===== config.mk =====
export PLATFORM = sky130hd
export DESIGN_NAME = fp_mul_top
export DESIGN_NICKNAME = d
export VERILOG_FILES = /design/src/fp_ctrl_pkg.sv /design/src/fp_format_pkg.sv /design/src/fp_operand_classify.sv /design/src/fp_mant_multiply.sv /design/src/fp_round_pack.sv /design/src/fp_mul_top.sv
export SDC_FILE = /design/constraint.sdc
export NUM_CORES = 2
export LEC_CHECK = 0
export ABC_AREA = 0
export BUFFER_PORTS_ARGS = -buffer_cell sky130_fd_sc_hd__buf_4
export CORE_MARGIN = 2
export CORE_UTILIZATION = 24
export CTS_BUF_LIST = sky130_fd_sc_hd__clkbuf_2
export CTS_CLUSTER_SIZE = 20
export DETAILED_ROUTE_END_ITERATION = 10
export PLACE_DENSITY = 0.43
export SLEW_MARGIN = 20
export SYNTH_ARGS = -nofsm -noshare
export SYNTH_HDL_FRONTEND = slang
export SYNTH_SLANG_ARGS = --single-unit

===== constraint.sdc =====
create_clock -name clk -period 9 [get_ports clk]
set_input_delay 2.7 -clock clk [delete_from_list [all_inputs] [get_ports clk]]
set_output_delay 2.7 -clock clk [all_outputs]
set_load 0.05 [all_outputs]

===== src/fp_ctrl_pkg.sv =====
package fp_ctrl_pkg;

  // rounding mode, as driven on the mode port
  typedef logic [1:0] round_mode_t;

  localparam round_mode_t rm_zero  = 2'd0;
  localparam round_mode_t rm_even  = 2'd1;
  localparam round_mode_t rm_plus  = 2'd2;
  localparam round_mode_t rm_minus = 2'd3;

  // exception flags reported with each result
  typedef struct packed {
    logic invalid;
    logic overflow;
    logic underflow;
    logic inexact;
  } fp_flags_t;

  // quiet NaN returned for every NaN result
  localparam logic [31:0] canonical_nan = 32'h7fc00000;

endpackage


===== src/fp_format_pkg.sv =====
package fp_format_pkg;
  import fp_ctrl_pkg::*;

  localparam int exp_w = 8;
  localparam int man_w = 23;
  localparam int bias  = 127;

  typedef logic [exp_w-1:0]        fp_exp_t;
  typedef logic [man_w:0]          fp_sig_t;
  typedef logic [2*man_w+1:0]      fp_prod_t;
  // two extra bits for overflow and underflow
  typedef logic signed [exp_w+1:0] fp_exp_sum_t;

  typedef struct packed {
    logic             sign;
    fp_exp_t          exp;
    logic [man_w-1:0] frac;
  } fp_word_t;

  // stage one to stage two
  typedef struct packed {
    logic        sign;
    fp_exp_sum_t exp_sum;
    fp_sig_t     sig_a;
    fp_sig_t     sig_b;
    logic        is_special;
    fp_word_t    special_result;
    logic        special_invalid;
    round_mode_t mode;
  } classified_t;

  // stage two to stage three
  typedef struct packed {
    logic        sign;
    fp_exp_sum_t exp_sum;
    fp_prod_t    prod;
    logic        is_special;
    fp_word_t    special_result;
    logic        special_invalid;
    round_mode_t mode;
  } product_t;

endpackage


===== src/fp_operand_classify.sv =====
`timescale 1ns/1ns

module fp_operand_classify
  import fp_format_pkg::*;
  import fp_ctrl_pkg::*;
(
  input  logic        clk,
  input  logic        rst_n,
  input  logic        in_valid,
  input  fp_word_t    a,
  input  fp_word_t    b,
  input  round_mode_t mode,
  output logic        cls_valid,
  output classified_t cls
);

  logic        zero_a, zero_b;
  logic        inf_a, inf_b;
  logic        qnan_a, qnan_b;
  logic        snan_a, snan_b;
  logic        sign, invalid;
  classified_t cls_d;

  // zero exponent covers subnormals too since they read as zero
  assign zero_a = (a.exp == '0);
  assign zero_b = (b.exp == '0);
  assign inf_a  = (&a.exp) && (a.frac == '0);
  assign inf_b  = (&b.exp) && (b.frac == '0);
  assign qnan_a = (&a.exp) && a.frac[man_w-1];
  assign qnan_b = (&b.exp) && b.frac[man_w-1];
  assign snan_a = (&a.exp) && !a.frac[man_w-1] && (a.frac != '0);
  assign snan_b = (&b.exp) && !b.frac[man_w-1] && (b.frac != '0);

  assign sign    = a.sign ^ b.sign;
  assign invalid = snan_a || snan_b || (inf_a && zero_b) || (zero_a && inf_b);

  always_comb begin
    cls_d.sign       = sign;
    cls_d.exp_sum    = {2'b00, a.exp} + {2'b00, b.exp} - 10'(bias);
    cls_d.sig_a      = {1'b1, a.frac};
    cls_d.sig_b      = {1'b1, b.frac};
    cls_d.is_special = zero_a || zero_b || (&a.exp) || (&b.exp);
    cls_d.mode       = mode;
    cls_d.special_invalid = invalid;
    // nan outranks infinity which outranks zero
    if (invalid || qnan_a || qnan_b)
      cls_d.special_result = canonical_nan;
    else if (inf_a || inf_b)
      cls_d.special_result = {sign, {exp_w{1'b1}}, {man_w{1'b0}}};
    else
      cls_d.special_result = {sign, {exp_w{1'b0}}, {man_w{1'b0}}};
  end

  always_ff @(posedge clk) begin
    if (!rst_n) begin
      cls_valid <= 1'b0;
    end else begin
      cls_valid <= in_valid;
    end
  end

  always_ff @(posedge clk) begin
    if (in_valid) begin
      cls <= cls_d;
    end
  end

  // an all-ones exponent must give an infinity or NaN special result
  a_all_ones_special: assert property (@(posedge clk) disable iff (!rst_n)
    in_valid && ((&a.exp) || (&b.exp))
    |=> cls_valid && cls.is_special && (&cls.special_result.exp));

endmodule


===== src/fp_mant_multiply.sv =====
`timescale 1ns/1ns

module fp_mant_multiply
  import fp_format_pkg::*;
(
  input  logic        clk,
  input  logic        rst_n,
  input  logic        cls_valid,
  input  classified_t cls,
  output logic        prod_valid,
  output product_t    prod
);

  product_t prod_d;

  // full 24x24 product with rounding left to the next stage
  always_comb begin
    prod_d.sign            = cls.sign;
    prod_d.exp_sum         = cls.exp_sum;
    prod_d.prod            = cls.sig_a * cls.sig_b;
    prod_d.is_special      = cls.is_special;
    prod_d.special_result  = cls.special_result;
    prod_d.special_invalid = cls.special_invalid;
    prod_d.mode            = cls.mode;
  end

  always_ff @(posedge clk) begin
    if (!rst_n) begin
      prod_valid <= 1'b0;
    end else begin
      prod_valid <= cls_valid;
    end
  end

  always_ff @(posedge clk) begin
    if (cls_valid) begin
      prod <= prod_d;
    end
  end

endmodule


===== src/fp_round_pack.sv =====
`timescale 1ns/1ns

module fp_round_pack
  import fp_format_pkg::*;
  import fp_ctrl_pkg::*;
(
  input  logic      clk,
  input  logic      rst_n,
  input  logic      prod_valid,
  input  product_t  prod,
  output logic      out_valid,
  output fp_word_t  result,
  output fp_flags_t flags
);

  logic             norm_hi;
  fp_sig_t          sig_n;
  logic             guard;
  logic             sticky;
  logic             lsb;
  logic             round_up;
  logic [man_w+1:0] sig_r;
  logic             carry;
  logic [man_w-1:0] frac_r;
  fp_exp_sum_t      exp_n;
  fp_exp_sum_t      exp_r;
  logic             ovf;
  logic             unf;
  logic             ovf_to_inf;
  fp_word_t         result_d;
  fp_flags_t        flags_d;

  // product lies in [1,4) and bit 47 marks [2,4)
  assign norm_hi = prod.prod[47];
  assign sig_n   = norm_hi ? prod.prod[47:24] : prod.prod[46:23];
  assign guard   = norm_hi ? prod.prod[23] : prod.prod[22];
  assign sticky  = norm_hi ? |prod.prod[22:0] : |prod.prod[21:0];
  assign lsb     = sig_n[0];
  assign exp_n   = prod.exp_sum + {9'b0, norm_hi};

  always_comb begin
    case (prod.mode)
      rm_even:  round_up = guard && (sticky || lsb);
      rm_plus:  round_up = !prod.sign && (guard || sticky);
      rm_minus: round_up = prod.sign && (guard || sticky);
      default:  round_up = 1'b0;
    endcase
  end

  assign sig_r = {1'b0, sig_n} + {{(man_w+1){1'b0}}, round_up};
  // carry out only from all ones where the fraction wraps to zero
  assign carry  = sig_r[man_w+1];
  assign frac_r = sig_r[man_w-1:0];
  assign exp_r  = exp_n + {9'b0, carry};

  assign ovf = (exp_r >= 10'sd255);
  assign unf = (exp_r <= 10'sd0);

  always_comb begin
    case (prod.mode)
      rm_even:  ovf_to_inf = 1'b1;
      rm_plus:  ovf_to_inf = !prod.sign;
      rm_minus: ovf_to_inf = prod.sign;
      default:  ovf_to_inf = 1'b0;
    endcase
  end

  always_comb begin
    flags_d = '0;
    if (prod.is_special) begin
      result_d        = prod.special_result;
      flags_d.invalid = prod.special_invalid;
    end else if (ovf) begin
      // infinity or largest finite value
      result_d = ovf_to_inf ? {prod.sign, {exp_w{1'b1}}, {man_w{1'b0}}}
                            : {prod.sign, {(exp_w-1){1'b1}}, 1'b0, {man_w{1'b1}}};
      flags_d.overflow = 1'b1;
      flags_d.inexact  = 1'b1;
    end else if (unf) begin
      // flush to signed zero
      result_d          = {prod.sign, {exp_w{1'b0}}, {man_w{1'b0}}};
      flags_d.underflow = 1'b1;
      flags_d.inexact   = 1'b1;
    end else begin
      result_d        = {prod.sign, exp_r[exp_w-1:0], frac_r};
      flags_d.inexact = guard || sticky;
    end
  end

  always_ff @(posedge clk) begin
    if (!rst_n) begin
      out_valid <= 1'b0;
      result    <= '0;
      flags     <= '0;
    end else begin
      out_valid <= prod_valid;
      if (prod_valid) begin
        result <= result_d;
        flags  <= flags_d;
      end
    end
  end

  // NaN results only come from the special path of stage one
  a_no_stray_nan: assert property (@(posedge clk) disable iff (!rst_n)
    prod_valid && !prod.is_special |=> !((&result.exp) && (result.frac != '0)));

endmodule


===== src/fp_mul_top.sv =====
`timescale 1ns/1ns

module fp_mul_top
  import fp_format_pkg::*;
  import fp_ctrl_pkg::*;
(
  input  logic        clk,
  input  logic        rst_n,
  input  logic        in_valid,
  input  fp_word_t    a,
  input  fp_word_t    b,
  input  round_mode_t mode,
  output logic        out_valid,
  output fp_word_t    result,
  output fp_flags_t   flags
);

  logic        cls_valid;
  classified_t cls;
  logic        prod_valid;
  product_t    prod;

  // stage 1, classify and add exponents
  fp_operand_classify u_classify (
    .clk       (clk),
    .rst_n     (rst_n),
    .in_valid  (in_valid),
    .a         (a),
    .b         (b),
    .mode      (mode),
    .cls_valid (cls_valid),
    .cls       (cls)
  );

  // stage 2, significand product
  fp_mant_multiply u_multiply (
    .clk        (clk),
    .rst_n      (rst_n),
    .cls_valid  (cls_valid),
    .cls        (cls),
    .prod_valid (prod_valid),
    .prod       (prod)
  );

  // stage 3, round and pack
  fp_round_pack u_round (
    .clk        (clk),
    .rst_n      (rst_n),
    .prod_valid (prod_valid),
    .prod       (prod),
    .out_valid  (out_valid),
    .result     (result),
    .flags      (flags)
  );

endmodule


== After elaboration in Yosys (flattened, before gate mapping) ==
Cells that the tools add are included.

* Bits in registers: 227
* Input port bits: 69
* Output and inout port bits: 37
* Logic and storage cells: 95

* $add $sub $neg: 5
* $mul: 1
* Order comparisons: 2
* Equality and inequality tests: 3
* Mux-type cells: 17
* Bitwise logic cells: 1
* Reduce and logical (&&, ||, !) cells: 37

{| class="wikitable"
|+ Operator list
! kind !! count
|-
| $mux W31 || 3
|-
| $mul A24 B24 Y48 || 1
|-
| $mux W24 || 2
|-
| $logic_not A23 Y1 || 2
|-
| $reduce_bool A23 Y1 || 2
|-
| $mux W32 || 1
|-
| $add A24 B1 Y25 || 1
|-
| $reduce_or A23 Y1 || 1
|-
| $reduce_or A22 Y1 || 1
|-
| $add A10 B1 Y10 || 2
|-
| $logic_not A8 Y1 || 2
|-
| $reduce_and A8 Y1 || 2
|-
| $logic_and A1 B1 Y1 || 13
|-
| $logic_or A1 B1 Y1 || 11
|-
| $ge A10 B9 Y1 const B || 1
|-
| $le A10 B1 Y1 const B || 1
|-
| $sub A10 B7 Y10 const B || 1
|-
| $add A8 B8 Y9 || 1
|-
| $mux W1 || 8
|-
| $pmux W1 S3 || 2
|-
| $eq A2 B2 Y1 const B || 2
|-
| $logic_not A1 Y1 || 3
|-
| $mux W3 || 1
|-
| $eq A2 B1 Y1 const B || 1
|-
| $xor A1 B1 Y1 || 1
|}

== Depth between registers and ports, before layout ==
* Word-level depth: 11
* Mapped depth: 26
* Gate-level depth less buffers: 24

== Cells and area by module ==
From an unflattened synthesis, not the netlist that was laid out.

* Cell total of the unflattened synthesis: 2,906
* Area total of the unflattened synthesis: 28,355.9 um^2

{| class="wikitable"
|+ By module, submodules not included
! module !! instances !! cells each !! area each (um^2) !! sequential area each (um^2)
|-
| fp_mant_multiply || 1 || 2,300 || 22,187.5 || 2,872.8
|-
| fp_round_pack || 1 || 411 || 3,314.4 || 740.7
|-
| fp_operand_classify || 1 || 195 || 2,854.0 || 1,941.9
|}

== Least setup slack after synthesis ==
Ideal clock, no wire load.

* Kind: reg-to-reg
* From: register, netlist name u_classify.cls[48]
* To: register, netlist name u_multiply.prod[82]
* Setup time: 257 ps
* Data arrival time: 6,363 ps
* Required time: 8,743 ps
* Setup slack: 2,380 ps
* Cell stages (with the launch flop): 26
* Buffers on the path: 3
* Period minus slack after synthesis: 6,620 ps
* Cell sequence: edfxtp_1 > clkbuf_1 > clkbuf_1 > nand2_1 > fa_1 > inv_1 > fa_1 > inv_1 > fa_1 > inv_1 > fa_1 > fa_1 > fa_1 > inv_1 > fa_1 > inv_1 > ha_1 > clkbuf_1 > nand2_1 > nor3_1 > nand2_1 > a211oi_2 > nor3b_2 > nor4_1 > o211ai_2 > o2111a_1

==> impl_metrics.csv <==
group,metric,value,unit
clock_tree,postCtsSetupBuffers,0,
drt,vias,18100,
clock_tree,cts_tree,"done",
drt,drc,0,
grt,grtUsageTotal,14.38,%
grt,grt_start_max_net_pins,68,
placed_design,dpl-instance-area,0.02855,sq mm
timing,hold_violations,0,
critical_path,cp_max_fo,16,
critical_path,crit_top_cell,"fa_1",
grt,grt_pass1_vias,19210,
run_status,status,"completed",
placed_design,gp_congestion,0.8137,
critical_path,rr_worst_depth,22,
floorplanning,coreArea,0.1074,sq mm
timing,finalSetupViolCount,0,
critical_path,crit_start,"u_classify.cls[36]$_DFFE_PP_",
timing,clock_skew,0.1134,ns
min_path,worstHoldEndpoint,"u_multiply.prod[86]$_DFFE_PP_",
drt,wl_per_cell,18.52,microns
clock_tree,clk_latency,1.16,ns
critical_path,r2r_end,"u_multiply.prod[82]$_DFFE_PP_",
grt,grt_use_met1,19.60,%
floorplanning,die_w,333.4,microns
synth,netlist_instances,2729,
placed_design,hpwl,64.40,mm
min_path,hold_path_depth,0,
clock_tree,cts_sinks,169,
clock_tree,cts_made_buffers,17,
drt,dr.pass1.iters,5,
critical_path,worst_path_dominant_cell_family,"adder cells",
grt,grt.met3_usage,2.506,%
timing,worstMarginPinSlew,1.030,ns
floorplanning,ioPinCount,106,
critical_path,worstPathRequired,9.84,ns
grt,use_met2,23.85,%
final_layout,final_area,0.02883,sq mm
floorplanning,fp-row-count,120,
critical_path,worstSetupStartpointType,"register",
synth,yosysSeqAreaShare,17.99,%
critical_path,critPathKind,"reg -> reg",
grt,grt-ovfl-total,0,
grt,grt_busiest_layer,"met2",
final_layout,synthToLayoutAreaGrowth,10.74,%
final_layout,utilization,26.86,%
timing,slew_headroom,31.35,%
grt,antenna_found_initial,3,
placed_design,port_buffers,105,
critical_path,slowest_stage,"edfxtp_1",
drt,drt-total-wl,78.03,mm
critical_path,reg2reg_from,"u_classify.cls[36]$_DFFE_PP_",
floorplanning,die-area,0.1111,sq mm
synth,synth_ff_type,"edfxtp_1",
drt,drtIter0Drc,883,
synth,synth_fp_nets,3467,
critical_path,cp.arrival,8.73,ns
timing,max_freq,126.7,MHz
timing,period_share,87.66,%
synth,synth.top_cells.by_area,"fa_1, edfxtp_1, ha_1, inv_1, and2_1",
synth,synth_edf_count,130,
floorplanning,start_util,24.25,%
synth,synth.distinct_cells,69,
synth,synth_area_per_cell,9.540,sq um
clock_tree,holdBufCountCts,0,
timing,grt_setup_unrepaired,"no",
final_layout,layout.nets,3529,
synth,synth_top_cell_by_area,"fa_1",
synth,syn_area,0.02603,sq mm
timing,period_minus_slack,7.890,ns
synth,yosys_warnings,0,
clock_tree,clk_pin_slew,0.39,ns
flow_run,cap_violations,0,
grt,grt_pass1_wl,120.0,mm
drt,viasPerCell,4.297,
floorplanning,die_h,333.4,microns
min_path,min-delay-start,"u_classify.cls[86]$_DFFE_PP_",
critical_path,worst-path-buf-inv,6,
synth,synth_top_area_share,37.22,%
synth,async_flop_share,0,%
drt,ant_nets,0,
final_layout,layout-drive-gt1-share,7.382,%
critical_path,path_cells,"clkinv_1, fa_1, inv_1, fa_1, inv_1, fa_1, fa_1, inv_1, fa_1, fa_1, inv_1, fa_1, inv_1, ha_1, nand3_1, nor3_1, nand2_1, a211oi_2, nor3b_2, nor4_1, o211ai_2, o2111a_1",
clock_tree,post_cts_resized,0,
critical_path,cp-end-kind,"register",
timing,slew_viol_final,0,
timing,setup_tns,0,ns
clock_tree,cts_max_path_buffers,2,
clock_tree,cts_root_buffer,"clkbuf_2",
min_path,holdCritPathClass,"reg -> reg",
synth,ys_seq_elements,169,
critical_path,rrSetupSlack,1.11,ns
critical_path,cpPeakStageDelay,0.79,ns
clock_tree,h-tree-depth,4,
[registers in the layout (all words and copies together), names as in the netlist]
signal,cells
u_classify.cls,64
u_classify.cls_valid,1
u_multiply.prod,66
u_multiply.prod_valid,1
u_round.flags,4
u_round.out_valid,1
u_round.result,32
[layer usage]
layer  wire [microns]  share of wire (%)
met5                0                  0
met4              971                1.2
met3             3376                4.3
met2            37450                 48
met1            36230                 46
[worst max path at each step]
stage,to,slack [ns],depth (start not counted)
after floorplan,u_multiply.prod[82]$_DFFE_PP_,2.38,25
after global placement,u_multiply.prod[82]$_DFFE_PP_,1.30,22
after detailed placement,u_multiply.prod[82]$_DFFE_PP_,1.25,22
after CTS,u_multiply.prod[82]$_DFFE_PP_,1.05,22
after global routing,u_multiply.prod[82]$_DFFE_PP_,0.54,22
final,u_multiply.prod[82]$_DFFE_PP_,1.11,22
[worst reg2reg max path: stages, from the launching register on]
cell	delay (ns)
edfxtp_1	0.79
clkinv_1	0.51
fa_1	0.66
inv_1	0.05
fa_1	0.54
inv_1	0.08
fa_1	0.47
fa_1	0.55
inv_1	0.05
fa_1	0.44
fa_1	0.53
inv_1	0.06
fa_1	0.47
inv_1	0.04
ha_1	0.44
nand3_1	0.14
nor3_1	0.43
nand2_1	0.11
a211oi_2	0.32
nor3b_2	0.14
nor4_1	0.49
o211ai_2	0.14
o2111a_1	0.13
[cell usage in the layout (no fill, tap or decap), drive strengths merged, types with 7 or more instances in the layout]
cell type and count:
inv 610, fa 484, nand2 342, and2 254, ha 185, buf 157, edfxtp 130, a21oi 86
nor2 66, o21ai 55, xnor2 49, xor2 46, dfxtp 39, nand3 35, a21o 22, nor4 21
nor2b 20, nor3 18, clkbuf 17, mux2i 14, nand4 14, and3 14, o21bai 12, a211oi 10
o2111ai 7, o211ai 7
[through the flow]
stage,std cells,setup WS (ns),hold WS (ns)
4_1_cts,4207,1.046,0.4540
3_5_place_dp,4175,1.250,0.4045
6_report,4212,1.110,0.4384
5_1_grt,4209,0.5425,0.4440
2_1_floorplan,2729,2.380,0.4003
3_3_place_gp,4175,1.304,0.4018
[cell usage after synthesis, types with 14 or more instances]
master    number
nor2_1        66
xor2_1        46
dfxtp_1       39
and2_1       254
nor4_1        20
mux2i_1       14
a21o_1        22
nand4_1       14
clkbuf_1     104
nor2b_1       20
xnor2_1       49
and3_1        14
fa_1         484
nand3_1       35
o21ai_0       51
inv_1        600
ha_1         185
nand2_1      342
edfxtp_1     130
nor3_1        18
a21oi_1       86
[logic make-up after synthesis]
logic type,Yosys count,share of synthesized area [%]
AO/OA/AOI/OAI,253,6.238
XOR/XNOR,95,3.196
adder cells (fa/ha/maj),669,46.11
buffers and inverters,718,10.38
flip-flops,169,17.99
multiplexers,17,0.6680
AND/OR/NAND/NOR,808,15.41
[layout make-up]
| type | count | area [sq um] |
|---|---|---|
| clock inverters | 15 | 171.4 |
| fillers | 11530 | 78520 |
| flip-flops and latches | 169 | 4686 |
| clock buffers | 17 | 85.08 |
| well taps | 1403 | 1755 |
| repair buffers | 157 | 1179 |
| inverters | 604 | 2267 |
| multi-input cells | 1842 | 18670 |
| diodes | 5 | 12.51 |
Power is not shown: default switching activity piles up to over one toggle a cycle in this logic, so the estimate is an artifact.
